===== config.mk =====
export PLATFORM = sky130hd
export DESIGN_NAME = exe_core
export DESIGN_NICKNAME = d
export VERILOG_FILES = /design/src/hdl/exe_pkg.sv /design/src/hdl/seq_divider.sv /design/src/hdl/seq_multiplier.sv /design/src/hdl/execute_stage.sv /design/src/hdl/exe_core.sv
export VERILOG_INCLUDE_DIRS = /design/src /design/src/include
export SDC_FILE = /design/constraint.sdc
export NUM_CORES = 2
export LEC_CHECK = 0
export BUFFER_PORTS_ARGS = -buffer_cell sky130_fd_sc_hd__buf_2
export CAP_MARGIN = 40
export CORE_MARGIN = 4
export CORE_UTILIZATION = 62
export CTS_CLUSTER_SIZE = 25
export DETAILED_ROUTE_END_ITERATION = 12
export PLACE_DENSITY = 0.79
export SETUP_SLACK_MARGIN = 0.1
export SYNTH_ARGS = -nofsm -noshare
export SYNTH_HDL_FRONTEND = slang
export SYNTH_SLANG_ARGS = --single-unit

===== constraint.sdc =====
create_clock -name clk -period 11.4 [get_ports clk]
set_input_delay 0.57 -clock clk [delete_from_list [all_inputs] [get_ports clk]]
set_output_delay 0.57 -clock clk [all_outputs]
set_load 0.005 [all_outputs]

===== src/include/exe_cfg.svh =====
`ifndef EXE_CFG_SVH
`define EXE_CFG_SVH

// datapath widths
`define EXE_XLEN 32
`define EXE_ID_W 64
`define EXE_FUN_W 5

// one extra bit so unsigned operands can carry a sign
`define EXE_MD_W (`EXE_XLEN + 1)

// one quotient or product bit per cycle
`define EXE_MD_CYCLES `EXE_MD_W

`endif


===== src/hdl/exe_pkg.sv =====
`include "exe_cfg.svh"

package exe_pkg;

    typedef logic [`EXE_XLEN-1:0]   word_t;
    typedef logic [`EXE_ID_W-1:0]   inst_id_t;
    typedef logic [`EXE_MD_W-1:0]   md_word_t;
    typedef logic [2*`EXE_MD_W-1:0] md_prod_t;

    typedef enum logic [`EXE_FUN_W-1:0] {
        ADD,
        SUB,
        AND,
        OR,
        XOR,
        SLL,
        SRL,
        SRA,
        SLT,
        SLTU,
        JALR,
        COPY1,
        BEQ,
        BNE,
        BLT,
        BGE,
        BLTU,
        BGEU,
        MUL,
        MULH,
        MULHU,
        MULHSU,
        DIV,
        DIVU,
        REM,
        REMU,
        NOP
    } exe_fun_e;

    typedef enum logic [1:0] {idle, busy, done} md_state_e;

    localparam inst_id_t INST_ID_NONE = '1; // ids never reach all ones

    function automatic md_word_t md_mag(input md_word_t v, input logic is_signed);
        return (is_signed && v[`EXE_MD_W-1]) ? -v : v;
    endfunction

endpackage


===== src/hdl/seq_divider.sv =====
`include "exe_cfg.svh"

module seq_divider
    import exe_pkg::*;
(
    input  logic     clk,
    input  logic     rst_n,
    input  logic     start,
    input  logic     is_signed,
    input  md_word_t dividend,
    input  md_word_t divisor,
    output logic     ready,
    output logic     valid,
    output md_word_t quotient,
    output md_word_t remainder
);
    localparam int W     = `EXE_MD_W;
    localparam int CNT_W = $clog2(`EXE_MD_CYCLES);

    md_state_e        state;
    logic [CNT_W-1:0] cnt;
    md_word_t         quo_q;    // dividend bits out, quotient bits in
    md_word_t         rem_q;
    md_word_t         den_q;    // divisor magnitude
    logic             neg_quo;
    logic             neg_rem;

    logic [W:0]       rem_sh;
    logic [W:0]       diff;
    logic             fits;
    md_word_t         quo_next;
    md_word_t         rem_next;
    logic             last;

    // one restoring step
    assign rem_sh   = {rem_q, quo_q[W-1]};
    assign diff     = rem_sh - {1'b0, den_q};
    assign fits     = rem_sh >= {1'b0, den_q};
    assign rem_next = fits ? diff[W-1:0] : rem_sh[W-1:0];
    assign quo_next = {quo_q[W-2:0], fits};
    assign last     = cnt == CNT_W'(`EXE_MD_CYCLES - 1);

    assign ready = state != busy;
    assign valid = state == done;

    always_ff @(posedge clk) begin
        if (!rst_n) begin
            state <= idle;
            cnt   <= '0;
        end else begin
            case (state)
                busy: begin
                    cnt <= cnt + 1'b1;
                    if (last)
                        state <= done;
                end
                default: begin
                    cnt   <= '0;
                    state <= start ? busy : idle;
                end
            endcase
        end
    end

    always_ff @(posedge clk) begin
        if (start && ready) begin
            quo_q   <= md_mag(dividend, is_signed);
            den_q   <= md_mag(divisor, is_signed);
            rem_q   <= '0;
            // x / 0 keeps the all-ones quotient of the raw loop
            neg_quo <= is_signed && (dividend[W-1] ^ divisor[W-1]) && (divisor != '0);
            neg_rem <= is_signed && dividend[W-1];   // remainder takes dividend sign
        end else if (state == busy) begin
            quo_q <= quo_next;
            rem_q <= rem_next;
            if (last) begin
                quotient  <= neg_quo ? -quo_next : quo_next;
                remainder <= neg_rem ? -rem_next : rem_next;
            end
        end
    end

    // ready stays low for the whole division, then returns with the result
    assert property (@(posedge clk) disable iff (!rst_n)
        start && ready |=> !ready [* `EXE_MD_CYCLES] ##1 (ready && valid));

endmodule


===== src/hdl/seq_multiplier.sv =====
`include "exe_cfg.svh"

module seq_multiplier
    import exe_pkg::*;
(
    input  logic     clk,
    input  logic     rst_n,
    input  logic     start,
    input  logic     is_signed,
    input  md_word_t multiplicand,
    input  md_word_t multiplier,
    output logic     ready,
    output logic     valid,
    output md_prod_t product
);
    localparam int W     = `EXE_MD_W;
    localparam int CNT_W = $clog2(`EXE_MD_CYCLES);

    md_state_e        state;
    logic [CNT_W-1:0] cnt;
    md_prod_t         acc_q;
    md_prod_t         mcand_q;  // shifts left each step
    md_word_t         mplier_q; // shifts right each step
    logic             neg_q;
    md_prod_t         acc_next;
    logic             last;

    assign acc_next = mplier_q[0] ? acc_q + mcand_q : acc_q;
    assign last     = cnt == CNT_W'(`EXE_MD_CYCLES - 1);

    assign ready = state != busy;
    assign valid = state == done;

    always_ff @(posedge clk) begin
        if (!rst_n) begin
            state <= idle;
            cnt   <= '0;
        end else begin
            case (state)
                busy: begin
                    cnt <= cnt + 1'b1;
                    if (last)
                        state <= done;
                end
                default: begin
                    cnt   <= '0;
                    state <= start ? busy : idle;
                end
            endcase
        end
    end

    always_ff @(posedge clk) begin
        if (start && ready) begin
            acc_q    <= '0;
            mcand_q  <= {{W{1'b0}}, md_mag(multiplicand, is_signed)};
            mplier_q <= md_mag(multiplier, is_signed);
            neg_q    <= is_signed && (multiplicand[W-1] ^ multiplier[W-1]);
        end else if (state == busy) begin
            acc_q    <= acc_next;
            mcand_q  <= mcand_q << 1;
            mplier_q <= mplier_q >> 1;
            if (last)
                product <= neg_q ? -acc_next : acc_next;
        end
    end

    // ready stays low for the whole run, then returns with the result
    assert property (@(posedge clk) disable iff (!rst_n)
        start && ready |=> !ready [* `EXE_MD_CYCLES] ##1 (ready && valid));

endmodule


===== src/hdl/execute_stage.sv =====
`include "exe_cfg.svh"

module execute_stage
    import exe_pkg::*;
(
    input  logic     clk,
    input  logic     rst_n,
    input  logic     exe_valid,
    input  word_t    exe_pc,
    input  inst_id_t exe_inst_id,
    input  exe_fun_e exe_fun,
    input  word_t    op1_data,
    input  word_t    op2_data,
    input  word_t    imm_b_sext,
    input  word_t    imm_j_sext,
    input  logic     jmp_pc_flg,
    input  logic     jmp_reg_flg,
    input  logic     pipeline_flush,
    output logic     exe_mem_valid,
    output word_t    exe_mem_pc,
    output inst_id_t exe_mem_inst_id,
    output word_t    exe_mem_alu_out,
    output logic     branch_taken,
    output word_t    branch_target,
    output logic     calc_stall_flg,
    output logic     div_start,
    input  logic     div_ready,
    input  logic     div_valid,
    output logic     div_signed,
    output md_word_t div_dividend,
    output md_word_t div_divisor,
    input  md_word_t div_quotient,
    input  md_word_t div_remainder,
    output logic     mul_start,
    input  logic     mul_ready,
    input  logic     mul_valid,
    output logic     mul_signed,
    output md_word_t mul_multiplicand,
    output md_word_t mul_multiplier,
    input  md_prod_t mul_product
);
    localparam int XLEN    = `EXE_XLEN;
    localparam int SHAMT_W = $clog2(XLEN);

    logic     is_div;
    logic     is_mul;
    logic     is_md;
    logic     calc_started;     // unit running for this instruction
    logic     is_calculated;    // saved_result belongs to saved_inst_id
    inst_id_t saved_inst_id;
    word_t    saved_result;
    word_t    md_result;
    logic     result_held;
    logic     calc_valid;
    logic     capture;
    logic     br_cond;

    assign is_div      = exe_fun inside {DIV, DIVU, REM, REMU};
    assign is_mul      = exe_fun inside {MUL, MULH, MULHU, MULHSU};
    assign is_md       = is_div || is_mul;
    assign result_held = is_calculated && (saved_inst_id == exe_inst_id);

    assign div_signed   = exe_fun inside {DIV, REM};
    assign div_dividend = div_signed ? {op1_data[XLEN-1], op1_data} : {1'b0, op1_data};
    assign div_divisor  = div_signed ? {op2_data[XLEN-1], op2_data} : {1'b0, op2_data};
    assign div_start    = exe_valid && is_div && !result_held && !calc_started &&
                          !pipeline_flush && div_ready;

    assign mul_signed       = exe_fun inside {MUL, MULH, MULHSU};
    assign mul_multiplicand = mul_signed ? {op1_data[XLEN-1], op1_data} : {1'b0, op1_data};
    assign mul_multiplier   = (mul_signed && exe_fun != MULHSU) ?
                              {op2_data[XLEN-1], op2_data} : {1'b0, op2_data};
    assign mul_start        = exe_valid && is_mul && !result_held && !calc_started &&
                              !pipeline_flush && mul_ready;

    assign calc_valid = (is_div && div_valid) || (is_mul && mul_valid);
    assign capture    = exe_valid && is_md && !pipeline_flush && calc_started && calc_valid;

    always_comb begin
        case (exe_fun)
            DIV, DIVU: md_result = div_quotient[XLEN-1:0];
            REM, REMU: md_result = div_remainder[XLEN-1:0];
            MUL:       md_result = mul_product[XLEN-1:0];
            default:   md_result = mul_product[2*XLEN-1:XLEN]; // high word
        endcase
    end

    always_ff @(posedge clk) begin
        if (!rst_n) begin
            calc_started  <= 1'b0;
            is_calculated <= 1'b0;
            saved_inst_id <= INST_ID_NONE;
        end else if (pipeline_flush || !exe_valid || !is_md) begin
            calc_started  <= 1'b0;   // a running unit finishes unobserved
            is_calculated <= 1'b0;
        end else if (capture) begin
            calc_started  <= 1'b0;
            is_calculated <= 1'b1;
            saved_inst_id <= exe_inst_id;
        end else if (!result_held && !calc_started) begin
            calc_started  <= div_start || mul_start;
            is_calculated <= 1'b0;
        end
    end

    always_ff @(posedge clk) begin
        if (capture)
            saved_result <= md_result;
    end

    always_comb begin
        case (exe_fun)
            ADD:     exe_mem_alu_out = op1_data + op2_data;
            SUB:     exe_mem_alu_out = op1_data - op2_data;
            AND:     exe_mem_alu_out = op1_data & op2_data;
            OR:      exe_mem_alu_out = op1_data | op2_data;
            XOR:     exe_mem_alu_out = op1_data ^ op2_data;
            SLL:     exe_mem_alu_out = op1_data << op2_data[SHAMT_W-1:0];
            SRL:     exe_mem_alu_out = op1_data >> op2_data[SHAMT_W-1:0];
            SRA:     exe_mem_alu_out = word_t'($signed(op1_data) >>> op2_data[SHAMT_W-1:0]);
            SLT:     exe_mem_alu_out = word_t'($signed(op1_data) < $signed(op2_data));
            SLTU:    exe_mem_alu_out = word_t'(op1_data < op2_data);
            JALR:    exe_mem_alu_out = (op1_data + op2_data) & ~word_t'(1);
            COPY1:   exe_mem_alu_out = op1_data;
            DIV, DIVU, REM, REMU,
            MUL, MULH, MULHU, MULHSU:
                     exe_mem_alu_out = saved_result;
            default: exe_mem_alu_out = '0;
        endcase
    end

    always_comb begin
        case (exe_fun)
            BEQ:     br_cond = op1_data == op2_data;
            BNE:     br_cond = op1_data != op2_data;
            BLT:     br_cond = $signed(op1_data) < $signed(op2_data);
            BGE:     br_cond = $signed(op1_data) >= $signed(op2_data);
            BLTU:    br_cond = op1_data < op2_data;
            BGEU:    br_cond = op1_data >= op2_data;
            default: br_cond = 1'b0;
        endcase
    end

    assign branch_taken  = exe_valid && (jmp_pc_flg || jmp_reg_flg || br_cond);
    assign branch_target = jmp_pc_flg  ? exe_pc + imm_j_sext :
                           jmp_reg_flg ? op1_data + op2_data :
                                         exe_pc + imm_b_sext;

    assign calc_stall_flg  = exe_valid && is_md && !result_held;
    assign exe_mem_valid   = exe_valid && !calc_stall_flg;
    assign exe_mem_pc      = exe_pc;
    assign exe_mem_inst_id = exe_inst_id;

    // a start is only issued to an idle unit, which then drops ready
    assert property (@(posedge clk) disable iff (!rst_n)
        div_start |-> div_ready ##1 !div_ready);
    assert property (@(posedge clk) disable iff (!rst_n)
        mul_start |-> mul_ready ##1 !mul_ready);

    // result pulses come only from a unit that was running
    assert property (@(posedge clk) disable iff (!rst_n)
        div_valid |-> $past(!div_ready));
    assert property (@(posedge clk) disable iff (!rst_n)
        mul_valid |-> $past(!mul_ready));

endmodule


===== src/hdl/exe_core.sv =====
module exe_core
    import exe_pkg::*;
(
    input  logic     clk,
    input  logic     rst_n,
    input  logic     exe_valid,
    input  word_t    exe_pc,
    input  inst_id_t exe_inst_id,
    input  exe_fun_e exe_fun,
    input  word_t    op1_data,
    input  word_t    op2_data,
    input  word_t    imm_b_sext,
    input  word_t    imm_j_sext,
    input  logic     jmp_pc_flg,
    input  logic     jmp_reg_flg,
    input  logic     pipeline_flush,
    output logic     exe_mem_valid,
    output word_t    exe_mem_pc,
    output inst_id_t exe_mem_inst_id,
    output word_t    exe_mem_alu_out,
    output logic     branch_taken,
    output word_t    branch_target,
    output logic     calc_stall_flg
);
    logic     div_start;
    logic     div_ready;
    logic     div_valid;
    logic     div_signed;
    md_word_t div_dividend;
    md_word_t div_divisor;
    md_word_t div_quotient;
    md_word_t div_remainder;

    logic     mul_start;
    logic     mul_ready;
    logic     mul_valid;
    logic     mul_signed;
    md_word_t mul_multiplicand;
    md_word_t mul_multiplier;
    md_prod_t mul_product;

    execute_stage execute_stage_inst (.*);

    seq_divider seq_divider_inst (
        .clk       (clk),
        .rst_n     (rst_n),
        .start     (div_start),
        .is_signed (div_signed),
        .dividend  (div_dividend),
        .divisor   (div_divisor),
        .ready     (div_ready),
        .valid     (div_valid),
        .quotient  (div_quotient),
        .remainder (div_remainder)
    );

    seq_multiplier seq_multiplier_inst (
        .clk          (clk),
        .rst_n        (rst_n),
        .start        (mul_start),
        .is_signed    (mul_signed),
        .multiplicand (mul_multiplicand),
        .multiplier   (mul_multiplier),
        .ready        (mul_ready),
        .valid        (mul_valid),
        .product      (mul_product)
    );

endmodule


======== Word-level counts from Yosys, hierarchy flattened ========
Index checks and enable logic that the tools add are counted.
cells by class
  shift-type cells ........................ 3
  reductions and logical operators ........ 63
  add/subtract/negate cells ............... 15
  eq/ne operators ......................... 39
  divide/modulo/power cells ............... 0
  $lt $le $gt $ge ......................... 5
  mux-type cells .......................... 32
  bitwise logic cells ..................... 9
  multipliers ............................. 0
operator list
  operator                                       count
  2-to-1 mux 33 bit                              15
  case mux 32 bit (13 select lines)              1
  negator 33 bit                                 4
  2-to-1 mux 32 bit                              4
  adder 32 bit                                   3
  case mux 32 bit (3 select lines)               1
  adder 66 bit                                   1
  2-to-1 mux 66 bit                              1
  == test 64 bit                                 1
  >= comparator 32 bit                           2
  < comparator 32 bit                            2
  2-to-1 mux 64 bit                              1
  negator 32 bit                                 2
  negator 64 bit                                 1
  == test 5 bit, second input constant           10
  == test 5 x 4 -> 1 bit, second input constant  8
  >= comparator 34 x 33 -> 1 bit                 1
  nonzero test 33 bit                            1
  subtractor 33 bit                              1
  bitwise AND 32 bit                             1
  == test 32 bit                                 1
  != test 32 bit                                 1
  bitwise OR 32 bit                              1
  << shifter 32 x 5 -> 32 bit                    1
  other kinds (30)                               101
word-level totals
  latch bits .............................. 0
  register bits after elaboration ......... 509
  input bits .............................. 235
  memories ................................ 0
  ROM bits ................................ 0
  bits in writable memories ............... 0

======== Longest topological paths before layout ========
  depth after elaboration ................. 10
  depth in mapped cells ................... 26

======== By module ========
A second synthesis with hierarchy kept.
second synthesis, totals
  cells, all modules ...................... 5976
  area total of the unflattened synthesis .. 48356.4 µm²
by module, submodules not included
  module          cells each  times used  area each (µm²)  seq. area each (µm²)
  execute_stage   2700        1           19656.4          2282.2
  seq_multiplier  2046        1           17143.9          6135.9
  seq_divider     1230        1           11556.1          4844.6

======== Worst setup path before layout ========
OpenSTA, ideal clock, no wires.
  path kind ............................... register -> register
  start ................................... register seq_multiplier_inst.state[0]
  end ..................................... register seq_multiplier_inst.state[0]
  cell stages (with the launch flop) ...... 6
  buffers on the path ..................... 1
  path slack .............................. 3.769 ns
  data required time ...................... 11.261 ns
  clock period less this slack ............ 7.631 ns
  arrival ................................. 7.491 ns
  cells stage by stage .................... dfxtp_1 -> nor2b_1 -> clkbuf_1 -> nand3_1 -> nor4_1 -> and3b_1
between the ends
  cells in the longest elaborated chain, start to end .. 4
RTL lines
  element                 line                  source
  start, declared         seq_multiplier.sv:19  md_state_e state;
  start signal, assigned  seq_multiplier.sv:36  state <= idle;
  start signal, assigned  seq_multiplier.sv:43  state <= done;
  start signal, assigned  seq_multiplier.sv:47  state <= start ? busy : idle;
  != test 2 x 1 -> 1 bit  seq_multiplier.sv:31  assign ready = state != busy;
  logical AND 1 bit       execute_stage.sv:74   !pipeline_flush && mul_ready;
  2-to-1 mux 1 bit        seq_multiplier.sv:47
  2-to-1 mux 2 bit        seq_multiplier.sv:39  case (state)
Several ways; a longest one is shown, not always the timed one.
A chain may end at the register's enable or synchronous reset.

======== Worst setup path after layout ========
  start ................................... register seq_divider_inst.quo_q[32]
  end ..................................... register seq_divider_inst.remainder[26], data pin
between the ends
  cells in the longest elaborated chain, start to end .. 4
RTL lines
  element                                                                     line                                  source
  start, declared                                                             seq_divider.sv:22                     md_word_t quo_q;
  start signal, assigned                                                      seq_divider.sv:67                     quo_q <= md_mag(dividend, is_signed);
  start signal, assigned                                                      seq_divider.sv:74                     quo_q <= quo_next;
  subtractor 33 bit / >= comparator 34 x 33 -> 1 bit (equally long branches)  seq_divider.sv:37, seq_divider.sv:38
  2-to-1 mux 33 bit *                                                         seq_divider.sv:39                     assign rem_next = fits ? diff[W-1:0] : rem_sh[W-1:0];
  negator 32 bit                                                              seq_divider.sv:78                     remainder <= neg_rem ? -rem_next : rem_next;
  2-to-1 mux 32 bit *                                                         seq_divider.sv:78
  end signal, assigned                                                        seq_divider.sv:78
  end, declared                                                               seq_divider.sv:15                     output md_word_t remainder
Every way passes the cells marked *; elsewhere a longest branch is shown, timed or not.

==> impl_metrics.tcl <==
set metrics [dict create \
    drt_first_pass_iters 11 \
    yosysSeqAreaShare 0.2932 \
    status "finished, final reports clean" \
    busiest_layer "met2" \
    fin_crit_sh 0.5426 \
    max_slew.worst_pin.slew_ps 1043 \
    core-area_um2 71360 \
    synth-seq-cells 505 \
    finalClockSkew_ps 70.97 \
    synth_area_per_cell_um2 7.879 \
    min-delay-start "exe_inst_id[41]" \
    start_util 0.6242 \
    gr-total-overflow 0 \
    max_slew_margin 0.3050 \
    area_delta_synth_final_pct 8.204 \
    yosys_most_used_dff "edfxtp_1" \
    cts_max_level 2 \
    setup_tns_ps 0 \
    ys_warn_count 0 \
    grt_usage 0.4365 \
    endpoint_kind "flop" \
    cts-root-buf "clkbuf_16" \
    drc 0 \
    vias 45820 \
    whs_ps 196.0 \
    worst-path-max-fanout 48 \
    max_freq_mhz 161.7 \
    cts_tree "built" \
    grt_pass1_vias 41710 \
    ctsHoldBuffers 0 \
    gp_congestion 1.102 \
    crit_arrival_ps 6580 \
    cts.repair.resized 0 \
    grt_util_met2 0.6612 \
    port_buffers 397 \
    nets 6246 \
    clock_latency_ps 650 \
    wl_mm 177.2 \
    powerDensity_nw_per_um2 171.8 \
    num_rows 98 \
    synth_most_common_cell "nand2_1" \
    setup_violations 0 \
    boundaryPins 398 \
    hpwlAfterDp_mm 136.7 \
    cellLeakagePower_nw 19.51 \
    die_w_um 276.1 \
    vdd_ir_drop_max_mv 0.1696 \
    syn_inst 5654 \
    cts_buffer_depth 3 \
    drive_above_1_share 0.1201 \
    hold_path_class "in2reg" \
    dr.first_iter.drc_count 6638 \
    cp-startpoint "seq_divider_inst.quo_q[32]" \
    criticalPathCategory "reg2reg" \
    grt_pass1_wl_mm 260.3 \
    async_reset_ff_frac 0 \
    synth_nets 6161 \
    drv_cap 0 \
    rsz0062_at_grt "false" \
    r2r-start "seq_divider_inst.quo_q[32]" \
    antenna_left 0 \
    cts.sink_count 505 \
    synth_edf_count 295 \
    avgViaCountPerCell 6.794 \
    dieArea_um2 76200 \
    synth_commonest_cells "nand2_1 (730), nor2_1 (539), a21oi_1 (449), o21ai_0 (388), edfxtp_1 (295)" \
    die_h_um 276.1 \
    ys_top_cells_by_area "edfxtp_1 (20%), dfxtp_1 (9.4%), ha_1 (7.5%), nand2_1 (6.2%), xnor2_1 (5.6%)" \
    synth_cell_types 115 \
    grt_max_degree 95 \
    use_met1 0.5580 \
    yosysTopAreaCell "edfxtp_1" \
    synth_top_area_share 0.1989 \
    cts_inserted_buffers 55 \
    hold_viol 0 \
    timing.final.crit_period_ps 6186 \
    maxSlewViolCount 0 \
    netlist_area_um2 44550 \
    clk_pin_slew_ps 60 \
    met3_usage 0.1224 \
    antenna_found_initial 17 \
    start_kind "flop" \
    cts_setup_buffers 0 \
    critPathRequiredTime_ps 11790 \
    avgRoutedWirePerCell_um 26.28 \
]
worst paths after layout:
check | cells after the start | end | slack, ps
min reg2reg | 2 | seq_multiplier_inst.mcand_q[61] | 460
min | 3 | execute_stage_inst.saved_inst_id[41] | 200
max reg2reg | 21 | seq_divider_inst.remainder[26] | 5210
max | 21 | seq_divider_inst.remainder[26] | 5210
stage by stage:
stage	instance area, um^2	worst slack, ps	cells	power, mW	util
2_1_floorplan	44550	3769	5654	5.156	-
6_report	48200	5214	6744	8.279	0.6755
3_3_place_gp	46220	5123	6621	6.191	0.6477
3_5_place_dp	46310	5467	6630	6.265	0.6490
5_1_grt	48190	4933	6738	8.657	0.6752
4_1_cts	48170	5375	6734	8.115	0.6750
state kept, by name, summed over array words and instances (netlist names), 33 cells and up:
register and cells:
seq_multiplier_inst.mplier_q 33, seq_multiplier_inst.product 64, seq_multiplier_inst.mcand_q 64, execute_stage_inst.saved_inst_id 64, seq_divider_inst.quo_q 33, seq_divider_inst.rem_q 33
seq_multiplier_inst.acc_q 64, seq_divider_inst.den_q 33
critical path: stages, from the launching register on:
cell	delay [ps]
edfxtp_1	410
inv_1	70
ha_1	170
inv_1	60
fa_1	400
a21oi_1	240
o211ai_1	130
a31oi_1	350
o21ai_1	320
o211ai_1	330
a21oi_1	150
or2_2	300
buf_4	330
o21ai_0	480
ha_1	370
nand3_1	130
or4bb_1	530
nor3_1	150
a31oi_1	90
nand3b_1	400
o31ai_1	370
xnor2_1	110
area by class of cell:
cell class	count	area (um^2)
sequential	505	13060
timing repair buffer	472	2571
clock buffer	69	1489
fill	6079	23160
clock inverter	35	370.4
multi-input combinational	4469	28610
inverter	236	889.6
antenna	8	20.02
tap	950	1189
metal layers:
metal,part of all wire,vias up
met5,0.00062,-
met4,0.073,16
met3,0.13,657
met2,0.43,3188
met1,0.37,21430
li1,-,20530
where the power goes:
group / internal, mW / switching (mW) / total (mW) / leakage [nW]
clock network: 1.03 / 0.813 / 1.85 / 0.902
logic: 1.44 / 2.62 / 4.06 / 14.2
registers: 2.19 / 0.191 / 2.38 / 4.40
total: 4.66 / 3.62 / 8.28 / 19.5
cells in the final DEF, fill, tap and decap left out, types with 210 or more instances in the layout:
cell / netlist / routed
edfxtp_1: 295 / 295
nor2_1: 539 / 537
nand2_1: 730 / 730
xnor2_1: 286 / 286
ha_1: 266 / 266
o21ai_0: 388 / 386
dfxtp_1: 210 / 210
inv_1: 228 / 225
a21oi_1: 449 / 449
buf_2: 20 / 402
cells by family (layout without fill, tap and decap cells):
logic type	count (synthesis)	count (layout)	synth area share
and+or+nand+nor	1949	1949	0.1998
AOI/OAI and AO/OA	1678	1678	0.2434
buffers and inverters	680	812	0.06648
DFF	505	505	0.2932
xor gates and xnor gates	440	440	0.08651
adders and majority gates	272	272	0.07741
muxes	129	129	0.03309
other	1	9	0.00008418
Power figures use the tool's default switching activity.
